**config.mk**
```make
export PLATFORM = sky130hd
export DESIGN_NAME = host_port
export DESIGN_NICKNAME = d
export VERILOG_FILES = /design/src/hw/bus_pkg.sv /design/src/hw/dev_pkg.sv /design/src/hw/host_port.sv
export SDC_FILE = /design/constraint.sdc
export NUM_CORES = 1
export LEC_CHECK = 0
export BUFFER_PORTS_ARGS = -buffer_cell sky130_fd_sc_hd__buf_2
export CAP_MARGIN = 20
export CORE_ASPECT_RATIO = 0.5
export CORE_MARGIN = 1
export CORE_UTILIZATION = 36
export CTS_CLUSTER_DIAMETER = 100
export DETAILED_ROUTE_END_ITERATION = 10
export PLACE_DENSITY = 0.75
export RECOVER_POWER = 25
export REMOVE_ABC_BUFFERS = 1
export SETUP_SLACK_MARGIN = 0.02
export SYNTH_ARGS = -nofsm -noshare
export SYNTH_HDL_FRONTEND = slang
export SYNTH_SLANG_ARGS = --single-unit
```
**constraint.sdc**
```tcl
create_clock -name clk50MHz -period 6.3 [get_ports clk50MHz]
set_input_delay 0.315 -clock clk50MHz [delete_from_list [all_inputs] [get_ports clk50MHz]]
set_output_delay 0.315 -clock clk50MHz [all_outputs]
set_load 0.1 [all_outputs]
```
**src/hw/bus_pkg.sv**
```systemverilog
package bus_pkg;

    localparam int NUM_DEVICES = 8;
    localparam int ID_W        = 3;
    localparam int ADDR_W      = 12;
    localparam int DATA_W      = 32;

    // slot ids on the shared bus, unused ids never request
    localparam logic [ID_W-1:0] RAM_ID  = 3'd0;
    localparam logic [ID_W-1:0] UART_ID = 3'd6;
    localparam logic [ID_W-1:0] HOST_ID = 3'd7;

    typedef enum logic [1:0] {
        OP_IDLE,
        OP_WRITE,
        OP_READ,
        OP_RESP
    } bus_op_e;

    typedef struct packed {
        logic              valid;
        bus_op_e           op;
        logic [ID_W-1:0]   dst;
        logic [ID_W-1:0]   src;    // who to answer
        logic [ADDR_W-1:0] addr;
        logic [DATA_W-1:0] data;
    } bus_msg_t;

endpackage

```
**src/hw/dev_pkg.sv**
```systemverilog
package dev_pkg;

    localparam int RAM_DEPTH = 1024;
    localparam int RAM_AW    = $clog2(RAM_DEPTH);

    localparam int UART_CLKS_PER_BIT = 16;

    // received uart bytes land here, one per word
    localparam logic [bus_pkg::ADDR_W-1:0] RX_BASE = 12'd256;

    // command from the outside host, op is write or read only
    typedef struct packed {
        bus_pkg::bus_op_e              op;
        logic [bus_pkg::ID_W-1:0]      dst;
        logic [bus_pkg::ADDR_W-1:0]    addr;
        logic [bus_pkg::DATA_W-1:0]    data;
    } host_cmd_t;

endpackage

```
**src/hw/host_port.sv**
```systemverilog
`timescale 1ns/1ps

module host_port (
    input  logic                        clk50MHz,
    input  logic                        rst,
    input  logic                        cmd_valid,
    input  dev_pkg::host_cmd_t          cmd,
    output logic                        cmd_ready,
    output logic                        rsp_valid,
    output logic [bus_pkg::DATA_W-1:0]  rsp_data,
    output logic                        req,
    input  logic                        ack,
    output bus_pkg::bus_msg_t           msg_out,
    input  bus_pkg::bus_msg_t           bus
);
    import bus_pkg::*;

    typedef enum logic [1:0] {
        IDLE,
        SEND,
        WAIT_RSP
    } state_e;

    state_e state;
    logic   rsp_hit;

    assign cmd_ready = (state == IDLE);
    assign req       = (state == SEND);

    // answer from the device we asked
    assign rsp_hit = bus.valid && bus.op == OP_RESP && bus.dst == HOST_ID
                     && bus.src == msg_out.dst;

    always_ff @(posedge clk50MHz) begin
        if (rst) begin
            state     <= IDLE;
            rsp_valid <= 1'b0;
        end else begin
            rsp_valid <= 1'b0;
            case (state)
                IDLE: begin
                    if (cmd_valid) begin
                        msg_out <= '{valid: 1'b1, op: cmd.op, dst: cmd.dst, src: HOST_ID,
                                     addr: cmd.addr, data: cmd.data};
                        state   <= SEND;
                    end
                end
                SEND: begin
                    if (ack) begin
                        if (msg_out.op == OP_READ) begin
                            state <= WAIT_RSP;
                        end else begin
                            state <= IDLE;  // write done once on the bus
                        end
                    end
                end
                WAIT_RSP: begin
                    if (rsp_hit) begin
                        rsp_valid <= 1'b1;
                        rsp_data  <= bus.data;
                        state     <= IDLE;
                    end
                end
                default: state <= IDLE;
            endcase
        end
    end

endmodule

```
; Word level (Yosys, flattened, before mapping)
; Cells that the tools add are included.
[word_totals]
ff_bits = 84
inputBits = 106
out_inout_bits = 88
elab_cells = 32
[op_classes]
n_eq_ne = 9
muxes = 6
n_bitwise = 2
n_reduce_logical = 8
[ops]
columns = cell, count
row1 = 3-bit AND reduction, 3
row2 = 2-bit 2-to-1 mux, 4
row3 = "2-bit == test, second input constant", 3
row4 = 2-bit case mux with 3 select lines, 1
row5 = "2-bit inequality test, second input constant", 2
row6 = 3-bit == test, 1
row7 = "3-bit == test, second input constant", 1
row8 = 1-bit logical AND, 3
row9 = "2-bit by 1-bit == test with 1-bit output, second input constant", 1
row10 = 2-bit zero test, 1
row11 = "2-bit by 1-bit inequality test with 1-bit output, second input constant", 1
row12 = 1-bit NOT, 2
row13 = 2-bit OR reduction, 1
row14 = 1-bit 2-to-1 mux, 1

; Logic depth before layout (Yosys ltp)
[depth]
word_depth = 6
ltp_mapped = 4
ltp_nobuf = 3

; Worst setup path before layout
; OpenSTA, ideal clock, no wires.
[synth_path]
path_kind = register -> register
start = register state[0]
end = register msg_out[0] (netlist bit), enable pin
setup_ps = 597
arrival_ps = 5549
t_required_ps = 5703
path_slack_ps = 154
path_stages_with_launch = 3
path_buffers = 1
synth_period_minus_slack_ps = 6146
cell_sequence = dfxtp_1 > buf_4 > nor4b_1
[synth_between]
elab_chain_len = 2
[synth_lines]
columns = item, line
row1 = start: declaration, host_port.sv:24  ; state_e state;
row2 = start signal: assignment, host_port.sv:36  ; state <= IDLE;
row3 = start signal: assignment, host_port.sv:45  ; state <= SEND;
row4 = start signal: assignment, host_port.sv:51  ; state <= WAIT_RSP;
row5 = 2-bit zero test, host_port.sv:40  ; case (state)
row6 = 3-bit AND reduction (no source line), n/a
row7 = end signal: assignment, host_port.sv:43  ; msg_out <= '{valid: 1'b1, op: cmd.op, dst: cmd.dst, src: HOST_ID,
row8 = end: declaration, host_port.sv:13  ; output bus_pkg::bus_msg_t msg_out,
; Every way passes these cells.
; A chain may end at the register's enable or synchronous reset.

; Worst setup path in the final report
[layout_path]
start = register state[1]
end = register rsp_data[6] (netlist bit), enable pin
[layout_between]
elab_chain_len = 2
[layout_lines]
columns = item, line
row1 = 2-bit == test, host_port.sv:40
row2 = 3-bit AND reduction (no source line), n/a
row3 = end signal: assignment, host_port.sv:60  ; rsp_data <= bus.data;
row4 = end: declaration, host_port.sv:10  ; output logic [bus_pkg::DATA_W-1:0] rsp_data,
; Every way passes these cells.

==> out/summary.md <==
Of the cells placed in the final design, the portion with a size suffix greater than 1 is 65.4%. After layout, the worst path uses 27.7% of the clock period. The final-stage net count was 402; the final number of hold-violating endpoints was 0. The number of global-route vias before repair is 1710, and the xor/xnor cell area share of the yosys netlist is 0.988%. The synthesized netlist devotes 2.49% of its cell area to simple gates. The detailed router placed 1700 vias in this run. Post-synthesis sequential area ratio: 93.7%. The final instance count without filler cells is 393, and the setup-violating endpoint count in the final report is 0. During synthesis, Yosys emitted a total of 0 warnings.

The width of the die was 124 um; the number of cells upsized or downsized after cts was 0. For the worst-skew pair, the clock arrives at the later sink with an insertion delay of 0.33 ns. The worst-case IR drop observed on VDD is 0.162 mV.

Clock root buffer master: sky130_fd_sc_hd__clkbuf_16. The summed instance area of the synthesized netlist was 2660 um^2; the per-cell via count in the routed design was 4.33. The residual overflow from global routing is 0, and the count of unresolved DRC violations after routing is 0. The count of state elements after synthesis is 84. The tools report the first-pass iteration count of the detailed router as 4. In this run the count of I/O pins placed on the die edge is 194. Timing would allow up to 573 MHz. The signal on the critical path passes through and4_1 -> nand4_1 -> nor4_2 -> buf_4.

In this design, the stage delay of the slowest critical-path cell is 0.44 ns. The tools report the number of DRC markers in iteration 0 as 82. The clock arrives with 0.00414 ns of skew. In the final layout, the multi-input gates occupy 149 um^2. The run gives 7750 um^2 as the die area. The number of fillers in the final layout came out at 566. The mean cell area of the mapped netlist is 24.8 um^2. After detailed routing, the average wire length per cell comes to 15.0 um. By area, the combinational part of the netlist is dominated by simple AND/OR/NAND/NOR gates. The tools report the number of nets with antenna violations after routing as 0. Dominant delay contributor by cell family on the critical path: simple AND/OR/NAND/NOR gates. The logs give 17 for the post-synthesis cell type count and 9 for the number of buffers created by CTS. For the finished layout, the period the worst path requires is 1.75 ns. For this design the static power due to leakage is 1.69 nW. Startpoint type of the worst setup path: a register. After synthesis, the share of flip-flops with an asynchronous set or reset is 0%. For the worst hold margin, the log shows 0.160 ns.

The worst hold path belongs to the class in -> reg. The number of antenna violations at the first check in global routing was 0; the pin count of the biggest net entering global routing was 33. At the worst endpoint, the arrival time is 1.73 ns. For flop-to-flop paths, the worst setup slack is 4.55 ns.

The post-synthesis instance total is 107. At the pin with the least slew margin, the transition time is 0.529 ns. For this design, the slowest cell found on the critical path is sky130_fd_sc_hd__dfxtp_1.

Setup repair after global routing left no endpoint under its margin. The number of pins with negative max-slew slack in the final report is 0. The endpoint class of the critical path is a register. The run gives 65.0% as the worst relative slew slack. The placed wire-length estimate after detailed placement was 4.50 mm.

Yosys mapped a number of flops with a built-in enable equal to 81. The sequential cells in the finished layout cover a total of 2490 um^2. The first global-routing pass estimated 8.47 mm of wire.

The logs give 3980 um^2 for the post-layout instance area and 6.28 ns for the data required time of the worst path. The placed cell area was 3670 um^2. The number of buffers on the longest clock path is 2, and the total of buffers placed on input and output ports is 177.

At the end of routability-driven placement, the weighted congestion stood at 0.722. The flow ran to the end, and the final reports show no timing, DRC or antenna violations. The effective utilization at floorplan came out at 38.5%. The top fanout value on the critical path works out to 32. TritonCTS built the clock tree. Core area: 6910 um^2. After floorplanning, the core was divided into 21 placement rows.

After Yosys synthesis, full adders, half adders and majority gates account for 0% of the synthesized area. The number of hold buffers added after CTS was 0. The number of setup buffers added after CTS is 0.

The floorplan die height was 62.8 um; the global-route usage over all layers was 15.4%. After clock tree synthesis, the clock-pin slew on the worst setup and hold paths is 0.06 ns. Detailed-route wire length: 5.91 mm.

The TritonCTS sink count is 84, and the number of instances in the placed design is 377. The number of max-cap violations was 0. The mux contribution to synthesized area is 0.376%, and the CTS H-tree depth is 3.

The synthesized netlist devotes 0.706% of its cell area to compound gates. In the final timing run, aggregate negative setup slack is 0 ns. Total inserted antenna cells: 0. In the synthesized netlist the dominant register cell turns out to be sky130_fd_sc_hd__edfxtp_1. The classification of the worst setup path was reg -> reg. The post-synthesis to final-layout area growth was 49.6%. The number of buffer and inverter stages on the critical path was 1. Dividing total power by cell area gives a power density of 337 nW/um^2.
## through the flow
| stage | setup WS (ns) | utilization, % | total power, mW |
|---|---|---|---|
| 5_1_grt | 4.44 | 57.5 | 1.38 |
| 3_3_place_gp | 4.62 | 53.1 | 0.811 |
| 2_1_floorplan | 0.214 | - | 0.771 |
| 3_5_place_dp | 4.56 | 53.1 | 0.815 |
| 6_report | 4.55 | 57.5 | 1.34 |
| 4_1_cts | 4.55 | 57.5 | 1.35 |
## layout make-up
type                       instances  share of cell area (%)
sequential                        84                    62.7
timing repair buffer             180                    22.8
clock buffer                      10                    5.76
multi-input combinational         20                    3.74
tap                               92                    2.89
clock inverter                     6                    1.98
inverter                           1                  0.0944
## worst reg2reg max path, cell delays in order (launching register included)
cell	delay (ns)
sky130_fd_sc_hd__dfxtp_1	0.44
sky130_fd_sc_hd__and4_1	0.21
sky130_fd_sc_hd__nand4_1	0.17
sky130_fd_sc_hd__nor4_2	0.16
sky130_fd_sc_hd__buf_4	0.41
## cell families (layout without fill, tap and decap cells)
family,after synthesis,count (layout)
flops,84,84
mux,1,1
xor+xnor,3,3
other cells,1,4
simple gates,10,10
compound gates,2,2
buf+inv,6,197
## power by group
part,internal (mW),switching (mW),total [mW]
Combinational,0.0325,0.135,0.167
Sequential,0.630,0.00526,0.635
Clock,0.343,0.195,0.539
## cells in the mapped netlist, drive strengths merged, types with 2 or more instances
master	instances	area share [%]
nor2	2	0.28
edfxtp	81	91
nor4	2	0.47
buf	5	1.4
xnor2	3	0.99
dfxtp	3	2.3
## layer usage
| metal | vias to the layer above | GRT usage [%] | wire length (um) |
|---|---|---|---|
| met5 | - | 0 | 0 |
| li1 | 795 | - | - |
| met1 | 817 | 15.5 | 2130 |
| met2 | 77 | 27.2 | 3260 |
| met4 | 0 | 7.98 | 114 |
| met3 | 11 | 6.20 | 399 |
## registers in the layout, summed over array words and instances, names as in the netlist
register	flops
rsp_valid	1
msg_out	49
rsp_data	32
state	2
## cells in the final DEF, fill, tap and decap left out, types with 2 or more instances in the layout
cell / synthesis / layout
sky130_fd_sc_hd__clkbuf_16: 0 / 9
sky130_fd_sc_hd__bufinv_16: 0 / 2
sky130_fd_sc_hd__buf_4: 5 / 3
sky130_fd_sc_hd__conb_1: 1 / 4
sky130_fd_sc_hd__xnor2_1: 3 / 3
sky130_fd_sc_hd__dfxtp_1: 3 / 3
sky130_fd_sc_hd__buf_2: 0 / 177
sky130_fd_sc_hd__nor2_1: 2 / 2
sky130_fd_sc_hd__clkinv_2: 0 / 3
sky130_fd_sc_hd__edfxtp_1: 81 / 81
## worst paths after layout
| path | startpoint | end | depth (start not counted) |
|---|---|---|---|
| min reg2reg | state[1]$_SDFFE_PP0P_ | state[0]$_SDFFE_PP0P_ | 1 |
| max | state[1]$_SDFFE_PP0P_ | rsp_data[6]$_DFFE_PP_ | 4 |
| max reg2reg | state[1]$_SDFFE_PP0P_ | rsp_data[6]$_DFFE_PP_ | 4 |
| min | bus[14] | rsp_data[14]$_DFFE_PP_ | 1 |
No activity file was read; power rests on OpenSTA's default activity.
