[config.mk]
export PLATFORM = sky130hd
export DESIGN_NAME = bus_arbiter
export DESIGN_NICKNAME = d
export VERILOG_FILES = /design/src/hw/bus_pkg.sv /design/src/hw/bus_arbiter.sv
export SDC_FILE = /design/constraint.sdc
export NUM_CORES = 1
export LEC_CHECK = 0
export ABC_AREA = 1
export BUFFER_PORTS_ARGS = -buffer_cell sky130_fd_sc_hd__buf_2
export CAP_MARGIN = 30
export CORE_AREA = 4 4 192 194
export DETAILED_ROUTE_END_ITERATION = 10
export DIE_AREA = 0 0 196 198
export GPL_TIMING_DRIVEN = 0
export PLACE_DENSITY = 0.49
export SKIP_LAST_GASP = 1
export SYNTH_ARGS = -nofsm -noshare
export SYNTH_HDL_FRONTEND = slang
export SYNTH_SLANG_ARGS = --single-unit
[constraint.sdc]
create_clock -name clk50MHz -period 8.55 [get_ports clk50MHz]
set_clock_uncertainty 0.15 [all_clocks]
set_input_delay 0.4275 -clock clk50MHz [delete_from_list [all_inputs] [get_ports clk50MHz]]
set_output_delay 0.4275 -clock clk50MHz [all_outputs]
set_load 0.02 [all_outputs]
[src/hw/bus_pkg.sv]
package bus_pkg;

    localparam int NUM_DEVICES = 8;
    localparam int ID_W        = 3;
    localparam int ADDR_W      = 12;
    localparam int DATA_W      = 32;

    // slot ids on the shared bus, unused ids never request
    localparam logic [ID_W-1:0] RAM_ID  = 3'd0;
    localparam logic [ID_W-1:0] UART_ID = 3'd6;
    localparam logic [ID_W-1:0] HOST_ID = 3'd7;

    typedef enum logic [1:0] {
        OP_IDLE,
        OP_WRITE,
        OP_READ,
        OP_RESP
    } bus_op_e;

    typedef struct packed {
        logic              valid;
        bus_op_e           op;
        logic [ID_W-1:0]   dst;
        logic [ID_W-1:0]   src;    // who to answer
        logic [ADDR_W-1:0] addr;
        logic [DATA_W-1:0] data;
    } bus_msg_t;

endpackage

[src/hw/bus_arbiter.sv]
`timescale 1ns/1ps

module bus_arbiter (
    input  logic                            clk50MHz,
    input  logic                            rst,
    input  logic [bus_pkg::NUM_DEVICES-1:0] req,
    input  bus_pkg::bus_msg_t               msg_in [bus_pkg::NUM_DEVICES],
    output logic [bus_pkg::NUM_DEVICES-1:0] ack,
    output bus_pkg::bus_msg_t               bus
);
    import bus_pkg::*;

    logic [NUM_DEVICES-1:0] eligible;
    logic [ID_W-1:0]        last_id;
    logic [ID_W-1:0]        cand;
    logic [ID_W-1:0]        grant_id;
    logic                   grant_valid;

    assign eligible = req & ~ack;  // acked slot sits out this edge

    // round robin, starting just after the last winner
    always_comb begin
        grant_valid = 1'b0;
        grant_id    = last_id;
        cand        = last_id;
        for (int i = 1; i <= NUM_DEVICES; i++) begin
            cand = last_id + ID_W'(i);
            if (!grant_valid && eligible[cand]) begin
                grant_valid = 1'b1;
                grant_id    = cand;
            end
        end
    end

    always_ff @(posedge clk50MHz) begin
        if (rst) begin
            last_id   <= ID_W'(NUM_DEVICES - 1);  // slot 0 first
            ack       <= '0;
            bus.valid <= 1'b0;
        end else if (grant_valid) begin
            bus       <= msg_in[grant_id];
            bus.valid <= 1'b1;
            ack       <= NUM_DEVICES'(1) << grant_id;
            last_id   <= grant_id;
        end else begin
            bus.valid <= 1'b0;
            ack       <= '0;
        end
    end

endmodule

Yosys cells after proc, flatten, opt, wreduce, memory -nomap -nowiden
Index checks and enable logic that the tools add are counted.
{"block": "word_totals", "ff_bits": 64, "input_bits": 434, "word_cells": 82}
{"block": "classes", "add_sub_neg": 7, "order_cmp": 9, "shifts": 1, "muxes": 36, "n_bitwise": 5, "reduce_logical": 16}
{"operator": "binary-select mux 53 bit (select 3 bit)", "count": 1}
{"operator": "two-way mux 52 bit", "count": 2}
{"operator": "< comparator 3 x 4 -> 1 bit (second input constant)", "count": 8}
{"operator": "binary-select mux 1 bit (select 3 bit)", "count": 8}
{"operator": "two-way mux 3 bit", "count": 8}
{"operator": "two-way mux 1 bit", "count": 17}
{"operator": "adder 3 bit (second input constant)", "count": 4}
{"operator": "AND 8 bit", "count": 1}
{"operator": "inverter 8 bit", "count": 1}
{"operator": "<< shifter 1 x 3 -> 8 bit (first input constant)", "count": 1}
{"operator": "logical AND 1 bit", "count": 7}
{"operator": "zero test 1 bit", "count": 7}
{"operator": "adder 3 x 2 -> 3 bit (second input constant)", "count": 2}
{"operator": ">= comparator 4 bit (second input constant)", "count": 1}
{"operator": "inverter 3 -> 4 bit", "count": 1}
{"operator": "adder 3 x 1 -> 3 bit (second input constant)", "count": 1}
{"operator": "inverter 1 bit", "count": 2}
{"operator": "AND reduction 2 bit", "count": 1}
{"operator": "OR reduction 2 bit", "count": 1}

Depth between registers and ports, before layout
{"block": "depth", "word_depth": 30, "mapped_depth": 23, "depth_no_buf": 20}

Worst setup path after synthesis
Ideal clock, no wire load.
{"block": "synth_timing", "path_kind": "reg-to-reg", "from": "register last_id[1]", "to": "register ack[0] (netlist name)", "arrival_time_ps": 4393, "t_required_ps": 8322, "path_slack_ps": 3930, "path_stages_with_launch": 14, "period_less_slack_ps": 4620, "path_cell_list": "dfxtp_1 buf_2 inv_1 ha_1 inv_1 nand3_1 nand3_1 nand2_2 nor2_2 nand4_2 nor4_1 nor2_1 nand2_1 nor2_1"}
{"block": "synth_between", "elab_chain_len": 27, "elab_cells_between_ends": 56}
{"item": "from (decl)", "line_no": "bus_arbiter.sv:14", "source": "logic [ID_W-1:0] last_id;"}
{"item": "from (signal assigned)", "line_no": "bus_arbiter.sv:37", "source": "last_id <= ID_W'(NUM_DEVICES - 1);"}
{"item": "from (signal assigned)", "line_no": "bus_arbiter.sv:44", "source": "last_id <= grant_id;"}
{"item": "adder 3 x 1 -> 3 bit", "line_no": "bus_arbiter.sv:27", "source": "cand = last_id + ID_W'(i);"}
{"item": "binary-select mux 1 bit (select 3 bit)", "line_no": "bus_arbiter.sv:28", "source": "if (!grant_valid && eligible[cand]) begin"}
{"item": "two-way mux 1 bit (implied by the code)", "line_no": "bus_arbiter.sv:28"}
{"item": "two-way mux 1 bit", "line_no": "bus_arbiter.sv:28"}
{"item": "zero test 1 bit", "line_no": "bus_arbiter.sv:28"}
{"item": "logical AND 1 bit", "line_no": "bus_arbiter.sv:28"}
{"item": "two-way mux 1 bit", "line_no": "bus_arbiter.sv:28"}
{"item": "zero test 1 bit", "line_no": "bus_arbiter.sv:28"}
{"item": "[... 11 more ...]"}
{"item": "zero test 1 bit", "line_no": "bus_arbiter.sv:28"}
{"item": "logical AND 1 bit", "line_no": "bus_arbiter.sv:28"}
{"item": "two-way mux 1 bit", "line_no": "bus_arbiter.sv:28"}
{"item": "zero test 1 bit", "line_no": "bus_arbiter.sv:28"}
{"item": "logical AND 1 bit", "line_no": "bus_arbiter.sv:28"}
{"item": "two-way mux 1 bit", "line_no": "bus_arbiter.sv:28"}
{"item": "inverter 1 bit (no source line)"}
{"item": "OR reduction 2 bit (no source line)"}
{"item": "to (signal assigned)", "line_no": "bus_arbiter.sv:43", "source": "ack <= NUM_DEVICES'(1) << grant_id;"}
{"item": "to (decl)", "line_no": "bus_arbiter.sv:8", "source": "output logic [bus_pkg::NUM_DEVICES-1:0] ack,"}
Parallel ways exist; a longest one is shown, timed or not. The select of a mux whose other input is x is not followed.
A chain may end at the register's enable or synchronous reset.

Worst setup path in the final report
{"block": "layout_timing", "from": "register last_id[1]", "to": "register bus[18] (netlist name) (data pin)"}
{"block": "layout_between", "elab_chain_len": 29, "elab_cells_between_ends": 56}
{"item": "adder 3 x 1 -> 3 bit", "line_no": "bus_arbiter.sv:27"}
{"item": "binary-select mux 1 bit (select 3 bit)", "line_no": "bus_arbiter.sv:28"}
{"item": "two-way mux 1 bit (implied by the code)", "line_no": "bus_arbiter.sv:28"}
{"item": "two-way mux 1 bit", "line_no": "bus_arbiter.sv:28"}
{"item": "zero test 1 bit", "line_no": "bus_arbiter.sv:28"}
{"item": "logical AND 1 bit", "line_no": "bus_arbiter.sv:28"}
{"item": "two-way mux 1 bit", "line_no": "bus_arbiter.sv:28"}
{"item": "zero test 1 bit", "line_no": "bus_arbiter.sv:28"}
{"item": "[... 12 more ...]"}
{"item": "logical AND 1 bit", "line_no": "bus_arbiter.sv:28"}
{"item": "two-way mux 1 bit", "line_no": "bus_arbiter.sv:28"}
{"item": "zero test 1 bit", "line_no": "bus_arbiter.sv:28"}
{"item": "logical AND 1 bit", "line_no": "bus_arbiter.sv:28"}
{"item": "two-way mux 3 bit *", "line_no": "bus_arbiter.sv:28"}
{"item": "inverter 3 -> 4 bit (implied by the code) *", "line_no": "bus_arbiter.sv:41", "source": "bus <= msg_in[grant_id];"}
{"item": "binary-select mux 53 bit (select 3 bit) *", "line_no": "bus_arbiter.sv:41"}
{"item": "two-way mux 52 bit (implied by the code) * (2 in series)", "line_no": "bus_arbiter.sv:41"}
{"item": "to (signal assigned)", "line_no": "bus_arbiter.sv:41"}
{"item": "to (decl)", "line_no": "bus_arbiter.sv:9", "source": "output bus_pkg::bus_msg_t bus"}
Every way passes the cells marked *; elsewhere a longest branch is shown, timed or not. The select of a mux whose other input is x is not followed.

==> results.py <==
metrics = {
    "synth": {
        "yosys.area.top_type_share_pct": 46.1,
        "ys_warn_count": 0,
        "synth_area_sq_mm": 0.00770,
        "netlist_top_cells_area": "nand2_1, edfxtp_1, nand3_1",
        "yosys_register_bits": 64,
        "synth_area_per_inst_sq_um": 5.36,
        "synth_top_area_cell": "nand2_1",
        "postSynthCellCount": 1436,
        "synth_seq_area_share_pct": 23.4,
        "post_synthesis_net_count": 1872,
        "yosysUniqueCellTypes": 28,
    },
    "worst_setup_path": {
        "worst-path-buf-inv": 6,
        "r2r_end": "bus[18]",
        "timing.critical_path.mode_cell": "nand2_1",
        "cp_slowest_stage_delay_ns": 0.43,
        "reg2reg_start": "last_id[1]",
        "reg2reg_setup_slack_ns": 4.50,
        "critical_path.cell_chain": "buf_2, inv_1, ha_1, inv_1, nand3_1, nand3_1, nand2_2, nor2_2, nand4_2, nor2_1, nand2_1, nand2_1, inv_1, nand2_1, nand2_1, inv_2, buf_2, nand2_1, nand2_1",
        "critical_path_arrival_ns": 4.12,
        "crit_fanout": 10,
        "critical_path.startpoint_type": "register",
        "r2r_cells": 19,
        "worstSetupPathType": "reg2reg",
        "required_time_of_the_critical_path_ns": 8.61,
        "timing.critical_path.slowest_stage_cell": "ha_1",
        "critPathCaptureType": "register",
        "cp_top_family": "simple AND/OR/NAND/NOR gates",
    },
    "floorplanning": {
        "initial_utilization_pct": 21.9,
        "die_h_um": 198,
        "ioPinCount": 495,
        "placeableCoreArea_sq_mm": 0.0352,
        "num_rows": 69,
        "design.die.area_sq_mm": 0.0388,
        "floorplan.die.width_um": 196,
    },
    "timing": {
        "final-setup-viol-count": 0,
        "max_clock_freq_mhz": 247,
        "setup_total_negative_slack_ns": 0,
        "fin_crit_sh_pct": 47.4,
        "worst_slew_pin_slew_ns": 0.721,
        "grt_setup_unrepaired": "no",
        "slew_violations": 0,
        "final.min_clock_period_ns": 4.05,
        "slew_headroom_pct": 51.9,
        "final-hold-violation-count": 0,
        "final_critical_path_setup_slack_ns": 4.50,
    },
    "detailed_routing": {
        "routed_wirelength_mm": 42.5,
        "first_iter_violations": 511,
        "vias": 10830,
        "wl_per_cell_um": 17.7,
        "post_route_drc_violation_count": 0,
        "drt.antenna.violating_nets": 0,
        "route.detailed.vias_per_inst": 4.51,
        "drt_pre_antenna_iters": 5,
    },
    "clock_network": {
        "cts_tree": "yes",
        "clock_edge_transition_at_the_registers_on_the_reported_setup_and_hold_paths_ns": 0.07,
        "cts_made_buffers": 9,
        "clock_tree.htree_level_count": 3,
        "largest_buffer_count_on_any_clock_path": 2,
        "clock_latency_on_the_worst_skew_pair_ns": 0.34,
        "postCtsSetupBuffers": 0,
        "tritoncts_num_sinks": 64,
        "post_cts.resized_instances": 0,
        "postCtsHoldBufs": 0,
        "clockRootBuffer": "clkbuf_16",
    },
    "place": {
        "globalplace.congestion": 0.935,
        "dp_slack_ns": 4.39,
        "placed_cells": 2385,
        "dpl-instance-area_sq_mm": 0.0108,
        "detailed_place_hpwl_mm": 35.1,
        "buffer_ports.inserted": 486,
    },
    "grt": {
        "grt_use_met3_pct": 4.46,
        "grt_first_pass_wirelength_mm": 62.1,
        "groute.usage.overall_pct": 20.8,
        "gr-max-usage-layer": "met2",
        "met1_usage_pct": 25.5,
        "global_route.usage.met2_pct": 36.0,
        "number_of_antenna_violations_at_the_first_check_in_global_routing": 7,
        "overflow": 0,
        "grt_start_max_net_pins": 25,
        "number_of_global_route_vias_before_repair": 10909,
    },
    "layout": {
        "design_area_sq_mm": 0.0111,
        "final-instance-count-excl-fill": 2403,
        "flow.area_growth_from_synthesis_pct": 44.0,
        "num-nets-final": 2371,
        "final_layout_size_suffix_gt1_share_pct": 31.4,
    },
    "job": {
        "timing.max_cap.violations": 0,
    },
    "min_path": {
        "hold_class": "in2reg",
        "timing.hold.worst.start": "rst",
        "min_path_cells": 2,
        "worst_hold_path.endpoint": "bus[52]",
    },
    "outcome": {
        "status": "finished clean",
    },
}
cells in the mapped netlist:
cell,instances
nand2_1,946
nand3_1,256
edfxtp_1,52
buf_2,43
buf_4,22
buf_6,20
inv_1,19
nor2_1,18
dfxtp_1,12
clkbuf_1,11
buf_1,7
inv_2,6
nand2_2,3
nand4_2,3
ha_1,2
nand4_1,2
o21bai_1,2
xnor2_2,2
a21oi_4,1
a31oi_1,1
clkbuf_4,1
nand3_2,1
nand3b_1,1
nor2_2,1
nor2_4,1
nor4_1,1
o21ai_0,1
xor2_2,1
routing by layer:
| metal | vias up | share of wire (%) |
|---|---|---|
| met3 | 75 | 7.2 |
| met2 | 425 | 49 |
| li1 | 5538 | - |
| met4 | 8 | 3.5 |
| met1 | 4784 | 41 |
| met5 | - | 0.11 |
through the flow:
step | hold slack (ns) | util (%)
floorplan | 0.350 | -
global route | 0.175 | 31.5
finish | 0.174 | 31.5
CTS | 0.166 | 31.5
global placement | 0.508 | 30.4
detailed placement | 0.540 | 30.6
layout by cell type, fill, tap and decap left out, types with 3 or more instances in the layout:
master,synthesis,final
clkbuf_16,0,11
nor2_1,18,17
inv_1,19,19
buf_2,43,529
dfxtp_1,12,12
buf_1,7,7
buf_4,22,22
inv_2,6,6
clkbuf_1,11,11
buf_6,20,20
nand4_2,3,3
nand2_2,3,3
edfxtp_1,52,52
nand2_1,946,946
nand3_1,256,256
sequential cells by signal, indices dropped and copies added (netlist names):
register	count
bus	53
last_id	3
ack	8
layout make-up:
cell class                      count  area, sq um
Clock buffer                       11          275
Clock inverter                      5         42.5
Fill cell                        4157        24100
Tap cell                          461          577
Buffer                            104          681
Timing Repair Buffer              488         2480
Inverter                           25         93.8
Multi-Input combinational cell   1243         5130
Antenna cell                        2         5.00
Sequential cell                    64         1800
worst max path at each step:
stage	end	from	cells after the start	slack [ns]
global placement	ack[3]	last_id[1]	12	1.16
finish	bus[18]	last_id[1]	19	4.50
detailed placement	bus[10]	last_id[1]	18	4.39
CTS	bus[10]	last_id[1]	18	4.36
floorplan	ack[0]	last_id[1]	13	3.93
global route	bus[7]	last_id[1]	19	4.01
logic make-up after synthesis:
family,count (synthesis),synth area share [%]
AOI/OAI and AO/OA,5,0.552
xor gates and xnor gates,3,0.634
adders and majority gates,2,0.325
buffers and inverters,129,10.1
DFF,64,23.4
and+or+nand+nor,1233,65.0
Power is not shown: default switching activity piles up to over one toggle a cycle in this logic, so the estimate is an artifact.
