File: src/hw/bus_pkg.sv
package bus_pkg;

    localparam int NUM_DEVICES = 8;
    localparam int ID_W        = 3;
    localparam int ADDR_W      = 12;
    localparam int DATA_W      = 32;

    // slot ids on the shared bus, unused ids never request
    localparam logic [ID_W-1:0] RAM_ID  = 3'd0;
    localparam logic [ID_W-1:0] UART_ID = 3'd6;
    localparam logic [ID_W-1:0] HOST_ID = 3'd7;

    typedef enum logic [1:0] {
        OP_IDLE,
        OP_WRITE,
        OP_READ,
        OP_RESP
    } bus_op_e;

    typedef struct packed {
        logic              valid;
        bus_op_e           op;
        logic [ID_W-1:0]   dst;
        logic [ID_W-1:0]   src;    // who to answer
        logic [ADDR_W-1:0] addr;
        logic [DATA_W-1:0] data;
    } bus_msg_t;

endpackage

File: src/hw/dev_pkg.sv
package dev_pkg;

    localparam int RAM_DEPTH = 1024;
    localparam int RAM_AW    = $clog2(RAM_DEPTH);

    localparam int UART_CLKS_PER_BIT = 16;

    // received uart bytes land here, one per word
    localparam logic [bus_pkg::ADDR_W-1:0] RX_BASE = 12'd256;

    // command from the outside host, op is write or read only
    typedef struct packed {
        bus_pkg::bus_op_e              op;
        logic [bus_pkg::ID_W-1:0]      dst;
        logic [bus_pkg::ADDR_W-1:0]    addr;
        logic [bus_pkg::DATA_W-1:0]    data;
    } host_cmd_t;

endpackage

File: src/hw/uart_device.sv
`timescale 1ns/1ps

module uart_device #(
    parameter int clks_per_bit = dev_pkg::UART_CLKS_PER_BIT
) (
    input  logic              clk50MHz,
    input  logic              rst,
    input  bus_pkg::bus_msg_t bus,
    input  logic              ack,
    output logic              req,
    output bus_pkg::bus_msg_t msg_out,
    output logic              hold_full,
    input  logic              rx,
    output logic              tx
);
    import bus_pkg::*;
    import dev_pkg::*;

    localparam int               CNT_W   = $clog2(clks_per_bit);
    localparam logic [CNT_W-1:0] BIT_END = CNT_W'(clks_per_bit - 1);
    localparam logic [CNT_W-1:0] BIT_MID = CNT_W'(clks_per_bit / 2 - 1);

    typedef enum logic [1:0] {TX_IDLE, TX_START, TX_DATA, TX_STOP} tx_state_e;
    typedef enum logic [1:0] {RX_IDLE, RX_START, RX_DATA, RX_STOP} rx_state_e;

    tx_state_e         tx_state;
    logic [CNT_W-1:0]  tx_cnt;
    logic [2:0]        tx_bit;
    logic [7:0]        tx_shift;
    logic              hold_valid;
    logic [7:0]        hold_byte;
    rx_state_e         rx_state;
    logic [1:0]        rx_sync;
    logic [CNT_W-1:0]  rx_cnt;
    logic [2:0]        rx_bit;
    logic [7:0]        rx_shift;
    logic [ADDR_W-1:0] rx_count;
    logic              rx_done;
    logic              rd_pend;
    logic [ID_W-1:0]   rd_src;
    logic              wr_hit;
    logic              rd_hit;
    logic              slot_free;

    assign wr_hit    = bus.valid && bus.dst == UART_ID && bus.op == OP_WRITE;
    assign rd_hit    = bus.valid && bus.dst == UART_ID && bus.op == OP_READ;
    assign hold_full = hold_valid;
    assign slot_free = !req || ack;
    assign rx_done   = rx_state == RX_STOP && rx_cnt == BIT_END && rx_sync[1];

    // 8N1 transmitter, lsb first
    always_ff @(posedge clk50MHz) begin
        if (rst) begin
            tx_state   <= TX_IDLE;
            tx         <= 1'b1;
            tx_cnt     <= '0;
            tx_bit     <= '0;
            hold_valid <= 1'b0;
        end else begin
            if (tx_state != TX_IDLE) begin
                tx_cnt <= (tx_cnt == BIT_END) ? '0 : tx_cnt + 1'b1;
            end
            case (tx_state)
                TX_IDLE: begin
                    if (hold_valid || wr_hit) begin
                        tx_shift   <= hold_valid ? hold_byte : bus.data[7:0];
                        hold_valid <= 1'b0;
                        tx         <= 1'b0;  // start bit
                        tx_state   <= TX_START;
                    end
                end
                TX_START: begin
                    if (tx_cnt == BIT_END) begin
                        tx       <= tx_shift[0];
                        tx_bit   <= '0;
                        tx_state <= TX_DATA;
                    end
                end
                TX_DATA: begin
                    if (tx_cnt == BIT_END) begin
                        if (tx_bit == 3'd7) begin
                            tx       <= 1'b1;
                            tx_state <= TX_STOP;
                        end else begin
                            tx_shift <= tx_shift >> 1;
                            tx       <= tx_shift[1];
                            tx_bit   <= tx_bit + 1'b1;
                        end
                    end
                end
                TX_STOP: begin
                    if (tx_cnt == BIT_END) begin
                        tx_state <= TX_IDLE;
                    end
                end
                default: tx_state <= TX_IDLE;
            endcase
            if (wr_hit && (tx_state != TX_IDLE || hold_valid)) begin  // line busy
                hold_valid <= 1'b1;
                hold_byte  <= bus.data[7:0];
            end
        end
    end

    // receiver, samples mid-bit
    always_ff @(posedge clk50MHz) begin
        if (rst) begin
            rx_sync  <= 2'b11;
            rx_state <= RX_IDLE;
            rx_cnt   <= '0;
            rx_bit   <= '0;
        end else begin
            rx_sync <= {rx_sync[0], rx};
            rx_cnt  <= rx_cnt + 1'b1;
            case (rx_state)
                RX_IDLE: begin
                    rx_cnt <= '0;
                    if (!rx_sync[1]) begin
                        rx_state <= RX_START;
                    end
                end
                RX_START: begin
                    if (rx_cnt == BIT_MID) begin
                        rx_cnt   <= '0;
                        rx_bit   <= '0;
                        rx_state <= rx_sync[1] ? RX_IDLE : RX_DATA;  // glitch check
                    end
                end
                RX_DATA: begin
                    if (rx_cnt == BIT_END) begin
                        rx_cnt   <= '0;
                        rx_shift <= {rx_sync[1], rx_shift[7:1]};
                        rx_bit   <= rx_bit + 1'b1;
                        if (rx_bit == 3'd7) begin
                            rx_state <= RX_STOP;
                        end
                    end
                end
                RX_STOP: begin
                    if (rx_cnt == BIT_END) begin
                        rx_state <= RX_IDLE;
                    end
                end
                default: rx_state <= RX_IDLE;
            endcase
        end
    end

    // bus master side, a new byte wins over a parked read answer
    always_ff @(posedge clk50MHz) begin
        if (rst) begin
            req      <= 1'b0;
            rd_pend  <= 1'b0;
            rx_count <= '0;
        end else begin
            if (ack) begin
                req <= 1'b0;
            end
            if (rd_hit) begin
                rd_pend <= 1'b1;
                rd_src  <= bus.src;
            end
            if (slot_free && rx_done) begin
                req      <= 1'b1;
                msg_out  <= '{valid: 1'b1, op: OP_WRITE, dst: RAM_ID, src: UART_ID,
                              addr: RX_BASE + rx_count, data: DATA_W'(rx_shift)};
                rx_count <= rx_count + 1'b1;
            end else if (slot_free && (rd_pend || rd_hit)) begin
                req     <= 1'b1;
                rd_pend <= 1'b0;
                msg_out <= '{valid: 1'b1, op: OP_RESP, dst: rd_hit ? bus.src : rd_src,
                             src: UART_ID, addr: '0, data: DATA_W'(rx_count)};
            end
        end
    end

endmodule

File: config.mk
export PLATFORM = sky130hd
export DESIGN_NAME = uart_device
export DESIGN_NICKNAME = d
export VERILOG_FILES = /design/src/hw/bus_pkg.sv /design/src/hw/dev_pkg.sv /design/src/hw/uart_device.sv
export SDC_FILE = /design/constraint.sdc
export NUM_CORES = 1
export LEC_CHECK = 0
export BUFFER_PORTS_ARGS = -buffer_cell sky130_fd_sc_hd__buf_2
export CAP_MARGIN = 20
export CORE_MARGIN = 1
export CORE_UTILIZATION = 35
export CTS_BUF_LIST = sky130_fd_sc_hd__clkbuf_4
export DETAILED_ROUTE_END_ITERATION = 16
export HOLD_SLACK_MARGIN = 0.12
export SYNTH_ARGS = -nofsm -noshare
export SYNTH_HDL_FRONTEND = slang
export SYNTH_SLANG_ARGS = --single-unit
File: constraint.sdc
create_clock -name clk50MHz -period 6.8 [get_ports clk50MHz]
set_input_delay 0.68 -clock clk50MHz [delete_from_list [all_inputs] [get_ports clk50MHz]]
set_output_delay 0.68 -clock clk50MHz [all_outputs]
set_load 0.05 [all_outputs]
## Word-level counts from Yosys, hierarchy flattened

Index checks and enable logic that the tools add are counted.

| storage, ports and cells | value |
|---|---|
| flip-flop bits (word level) | 91 |
| latch bits | 0 |
| memory bits (writable) | 0 |
| bits in read-only memories | 0 |
| input port bits | 57 |
| output and inout bits | 56 |
| logic and storage cells | 132 |
| memories kept | 0 |

| cells by class | value |
|---|---|
| $add $sub $neg | 6 |
| $mul | 0 |
| divide/modulo/power cells | 0 |
| order comparisons | 0 |
| eq/ne operators | 25 |
| shift operators | 0 |
| mux-type cells | 45 |
| bitwise gates (word level) | 1 |
| reduce and logical (&&, ||, !) cells | 34 |

Operators by type and width:

| operator | number |
|---|---|
| $mux 52 | 1 |
| $mux 44 | 1 |
| $mux 8 | 4 |
| $mux 2 | 11 |
| $ne 2x2->1 const B | 10 |
| $mux 3 | 6 |
| $pmux 2 s4 | 2 |
| $pmux 8 s2 | 1 |
| $reduce_and 5->1 | 3 |
| $reduce_bool 2->1 | 7 |
| $add 12x1->12 const B | 1 |
| $add 9x12->12 const A | 1 |
| $mux 1 | 12 |
| $mux 4 | 3 |
| $pmux 3 s2 | 2 |
| $pmux 4 s3 | 1 |
| $eq 2x2->1 const B | 5 |
| $eq 3x3->1 const B | 3 |
| $add 4x1->4 const B | 2 |
| $eq 4x4->1 const B | 2 |
| $logic_and 1x1->1 | 8 |
| $reduce_and 4->1 | 2 |
| $add 3x1->3 const B | 2 |
| $eq 2x1->1 const B | 3 |
| other kinds (10) | 18 |

## Depth between registers and ports, before layout

| logic depth | value |
|---|---|
| depth after elaboration | 7 |
| mapped depth | 7 |
| depth with buffers taken out | 6 |

## Least setup slack after synthesis

No wires, ideal clock.

| path | value |
|---|---|
| path kind | input -> register |
| start point | input port bus[47] (netlist bit) |
| end point | register msg_out[0] (netlist bit), enable pin |
| library setup time | 0.422 ns |
| arrival | 2.890 ns |
| path slack | 3.487 ns |
| cell stages on the path | 4 |
| buffers on the path | 0 |
| cells stage by stage | nand4b_1 -> nor3b_1 -> o21ai_0 -> a21oi_1 |

| between the ends | value |
|---|---|
| longest elaborated chain between the ends | 7 |

RTL lines:

| item | RTL line | source |
|---|---|---|
| start: declaration | uart_device.sv:8 | `input bus_pkg::bus_msg_t bus,` |
| $eq 3x3->1 | uart_device.sv:46 | `assign rd_hit = bus.valid && bus.dst == UART_ID && bus.op == OP_READ;` |
| $logic_and 1x1->1 (2 in a row) | uart_device.sv:46 |  |
| $logic_or 1x1->1 | uart_device.sv:168 | `end else if (slot_free && (rd_pend \|\| rd_hit)) begin` |
| $logic_and 1x1->1 | uart_device.sv:168 |  |
| $reduce_bool 2->1 (no line) | -- |  |
| $reduce_and 2->1 (no line) | -- |  |
| end signal: assignment | uart_device.sv:165 | `msg_out <= '{valid: 1'b1, op: OP_WRITE, dst: RAM_ID, src: UART_ID,` |
| end signal: assignment | uart_device.sv:171 | `msg_out <= '{valid: 1'b1, op: OP_RESP, dst: rd_hit ? bus.src : rd_src,` |
| end: declaration | uart_device.sv:11 | `output bus_pkg::bus_msg_t msg_out,` |

Every way passes these cells.
A chain may end at the register's enable or synchronous reset.

## Worst setup path in the final report

| path | value |
|---|---|
| start point | register tx_state[0] |
| end point | register tx_shift[1], enable pin |

| between the ends | value |
|---|---|
| longest elaborated chain between the ends | 3 |
| elaborated cells between the ends (all ways) | 7 |

RTL lines:

| item | RTL line | source |
|---|---|---|
| start: declaration | uart_device.sv:26 | `tx_state_e tx_state;` |
| start signal: assignment | uart_device.sv:54 | `tx_state <= TX_IDLE;` |
| start signal: assignment | uart_device.sv:69 | `tx_state <= TX_START;` |
| start signal: assignment | uart_device.sv:76 | `tx_state <= TX_DATA;` |
| $eq 2x2->1 / $logic_not 2->1 (equally long branches) | uart_device.sv:63 | `case (tx_state)` |
| $ne 2x2->1 (no line) / $reduce_bool 2->1 (equally long branches) | -- |  |
| $reduce_and 5->1 (no line) * | -- |  |
| end signal: assignment | uart_device.sv:66 | `tx_shift <= hold_valid ? hold_byte : bus.data[7:0];` |
| end signal: assignment | uart_device.sv:85 | `tx_shift <= tx_shift >> 1;` |
| end: declaration | uart_device.sv:29 | `logic [7:0] tx_shift;` |

Mark *: on every way between the ends. The rest lies on a longest branch, timed or not.

==> flow_summary.ini <==
[outcome]
outcome = completed

[routing]
wl_per_cell_um = 12.3
via_per_inst = 4.73
first_iter_violations = 136
firstDrtPassIters = 4
vias = 2731
wl_um = 7070
ant_nets = 0
drc = 0

[timing]
fin_worst_skew_ns = 0.0146
grt_setup_unrepaired = no
finalMaxSlewViolations = 0
post-route-period-util = 0.407
min_period_ns = 2.77
worst_pin_slew_ns = 1.03
max_freq_mhz = 361
slew_headroom = 0.309
hold_violations = 0
setup_viol = 0
setup_ws_ns = 4.03
fin_tns_setup_ns = 0

[cts]
cts_max_path_buffers = 2
post_cts_buffers = 0
h-tree-depth = 3
insertion_delay_ns = 0.44
cts.sinks = 91
clkTransAtPathRegs_ns = 0.14
ctsHoldBuffers = 0
clock-root-buffer = clkbuf_4
cts_tree = yes
cts_resized = 0
cts_made_buffers = 9

[power]
internal_power_uw = 703
combPwrFrac = 0.109
p_per_area_nw_per_um2 = 215
pwr-share-clk = 0.271
sequentialPowerShare = 0.620
p_switching_uw = 272
peakVddDrop_uv = 103
power.leakage_uw = 0.00166
p_sw_frac = 0.279
fin_total_pwr_uw = 976

[worst_setup_path]
required_ns = 6.88
worstPathArrival_ns = 2.85
worstRegToRegCells = 6
worstSetupPathType = reg -> reg
crit_fanout = 24
startpoint_type = register
r2r_slack_ns = 4.03
endpoint = tx_shift[1]
critPathLaunch = tx_state[0]
crit_path_max_incr_delay_ns = 0.84
endpoint_kind = register
regToRegEndpoint = tx_shift[1]
crit_chain = inv_1, ha_1, inv_1, nor3_1, a21oi_1, nor3_1
cp.depth = 6
crit_slowest_cell = nor3_1
path_buf_inv = 2
worst_path_dominant_cell_family = simple AND/OR/NAND/NOR gates
r2r_start = tx_state[0]

[finish]
register_area_um2 = 2370
area_delta_synth_final_pct = 9.99
final_layout_size_suffix_gt1_frac = 0.189
fill_cells = 1111
finalInstanceArea_um2 = 4540
layout_commonest_cell = edfxtp_1
multiInputGateArea_um2 = 1550
antenna_cells = 0
final_nets = 499
mostFrequentLayoutCells = edfxtp_1, buf_2, nand2_1
instances_no_fill = 577

[placement]
dpl_worst_slack_ns = 3.74
place_congestion = 0.774
placedInstanceArea_um2 = 4420
io_buffers = 51
dpl.hpwl_um = 4970
place_inst = 559

[synth]
ys_types = 48
synthArstFlopShare = 0
yosys-top-cells-area = edfxtp_1, dfxtp_1, buf_4
avgSynthCellArea_um2 = 10.8
syn_area_um2 = 4130
synth_cells = 383
synth_edf_count = 55
yosys_warnings = 0
netlist.area_leader.share = 0.400
ys_seq_area_frac = 0.574
ys.flop_type = edfxtp_1
ys_seq_elements = 91
synth_top_cell_by_area = edfxtp_1

[job]
max_cap_viol_count = 0

[floorplan]
coreArea_um2 = 11500
die_h_um = 111
initial_core_util = 0.360
die_area_um2 = 12200
pin_count = 113
die_w_um = 111
rows = 39

[min_path]
hold_path_class = in -> reg

[global_route]
grt_usage = 0.121
grt_remaining_overflow = 0
grt_pass1_vias = 2675
grt_max_degree = 39
antenna_found_initial = 0
grt_pass1_wl_um = 12100
==> how the worst min path moves through the flow <==
stage                              end  cells past startpoint       start  slack, ns
after floorplan             rx_sync[1]                      1  rx_sync[0]       0.39
after global placement      rx_sync[1]                      1  rx_sync[0]       0.40
after detailed placement    rx_sync[1]                      1  rx_sync[0]       0.41
after CTS                 hold_byte[5]                      1      bus[5]       0.39
after global routing      hold_byte[3]                      1      bus[3]       0.38
final                     hold_byte[5]                      1      bus[5]       0.42
==> registers in the layout (all words and copies together) (netlist names), named ones only <==
register / cells
rx_count: 12
rd_pend: 1
tx: 1
rx_state: 1
rx_bit: 3
hold_full: 1
rx_shift: 8
tx_state: 2
msg_out: 28
tx_shift: 8
rd_src: 3
req: 1
hold_byte: 8
tx_bit: 3
tx_cnt: 4
rx_sync: 2
rx_cnt: 4
==> logic make-up (layout without fill, tap and decap cells) <==
| group | after synthesis | after routing | share of synthesized area |
|---|---|---|---|
| simple gates | 140 | 140 | 0.174 |
| flops | 91 | 91 | 0.574 |
| compound gates | 58 | 58 | 0.0821 |
| buf+inv | 56 | 84 | 0.0748 |
| fa+ha+maj | 14 | 14 | 0.0418 |
| mux | 14 | 14 | 0.0348 |
| xor+xnor | 8 | 8 | 0.0170 |
| other cells | 2 | 25 | 0.00182 |
==> per-layer routing <==
metal  vias up  track usage  wire length (um)
li1       1393            -                 -
met1      1265        0.148              3340
met2        63        0.200              3320
met3        10       0.0373               317
met4         0       0.0462               100
met5         -            0                 0
==> synthesized netlist by cell type, types with 2 or more instances <==
cell type and n:
o31ai_1 4, nand4b_1 3, or4_1 5, a21oi_1 20
a31oi_1 2, and2_1 15, or3_1 5, o21ai_0 20
mux2_2 3, clkbuf_1 14, or2_2 2, a211oi_1 2
xnor2_1 5, and3_1 2, edfxtp_1 55, nand2b_1 6
a22oi_1 2, inv_1 13, nor2b_1 3, nand3_1 7
conb_1 2, dfxtp_1 36, ha_1 13, buf_1 2
nor3_1 10, nor2_1 29, nand2_1 38, nand4_1 7
nand3_2 2, xor2_1 3, mux2i_1 11, buf_4 26
==> worst register-to-register path: stages (launching register included) <==
cell and delay [ns]:
dfxtp_1 0.38, inv_1 0.11, ha_1 0.64, inv_1 0.17, nor3_1 0.22, a21oi_1 0.06, nor3_1 0.84
==> area by class of cell <==
| class | instances | area share |
|---|---|---|
| Clock inverter | 6 | 0.00909 |
| Sequential cell | 91 | 0.522 |
| Clock buffer | 10 | 0.0165 |
| Multi-Input combinational cell | 259 | 0.340 |
| Tap cell | 143 | 0.0394 |
| Inverter | 13 | 0.0107 |
| Timing Repair Buffer | 55 | 0.0622 |
==> power groups by stage <==
stage | clock (uW) | combinational (uW) | sequential, uW
final | 264 | 107 | 605
after global routing | 295 | 116 | 607
after CTS | 277 | 107 | 605
after detailed placement | 0 | 107 | 617
after global placement | 0 | 104 | 617
after floorplan | 0 | 90.0 | 623
==> metrics by stage <==
step	hold WS [ns]	utilization
2_1_floorplan	0.389	-
3_3_place_gp	0.403	0.385
3_5_place_dp	0.409	0.385
4_1_cts	0.386	0.395
5_1_grt	0.384	0.396
6_report	0.416	0.396
No activity file was read; power rests on OpenSTA's default activity.
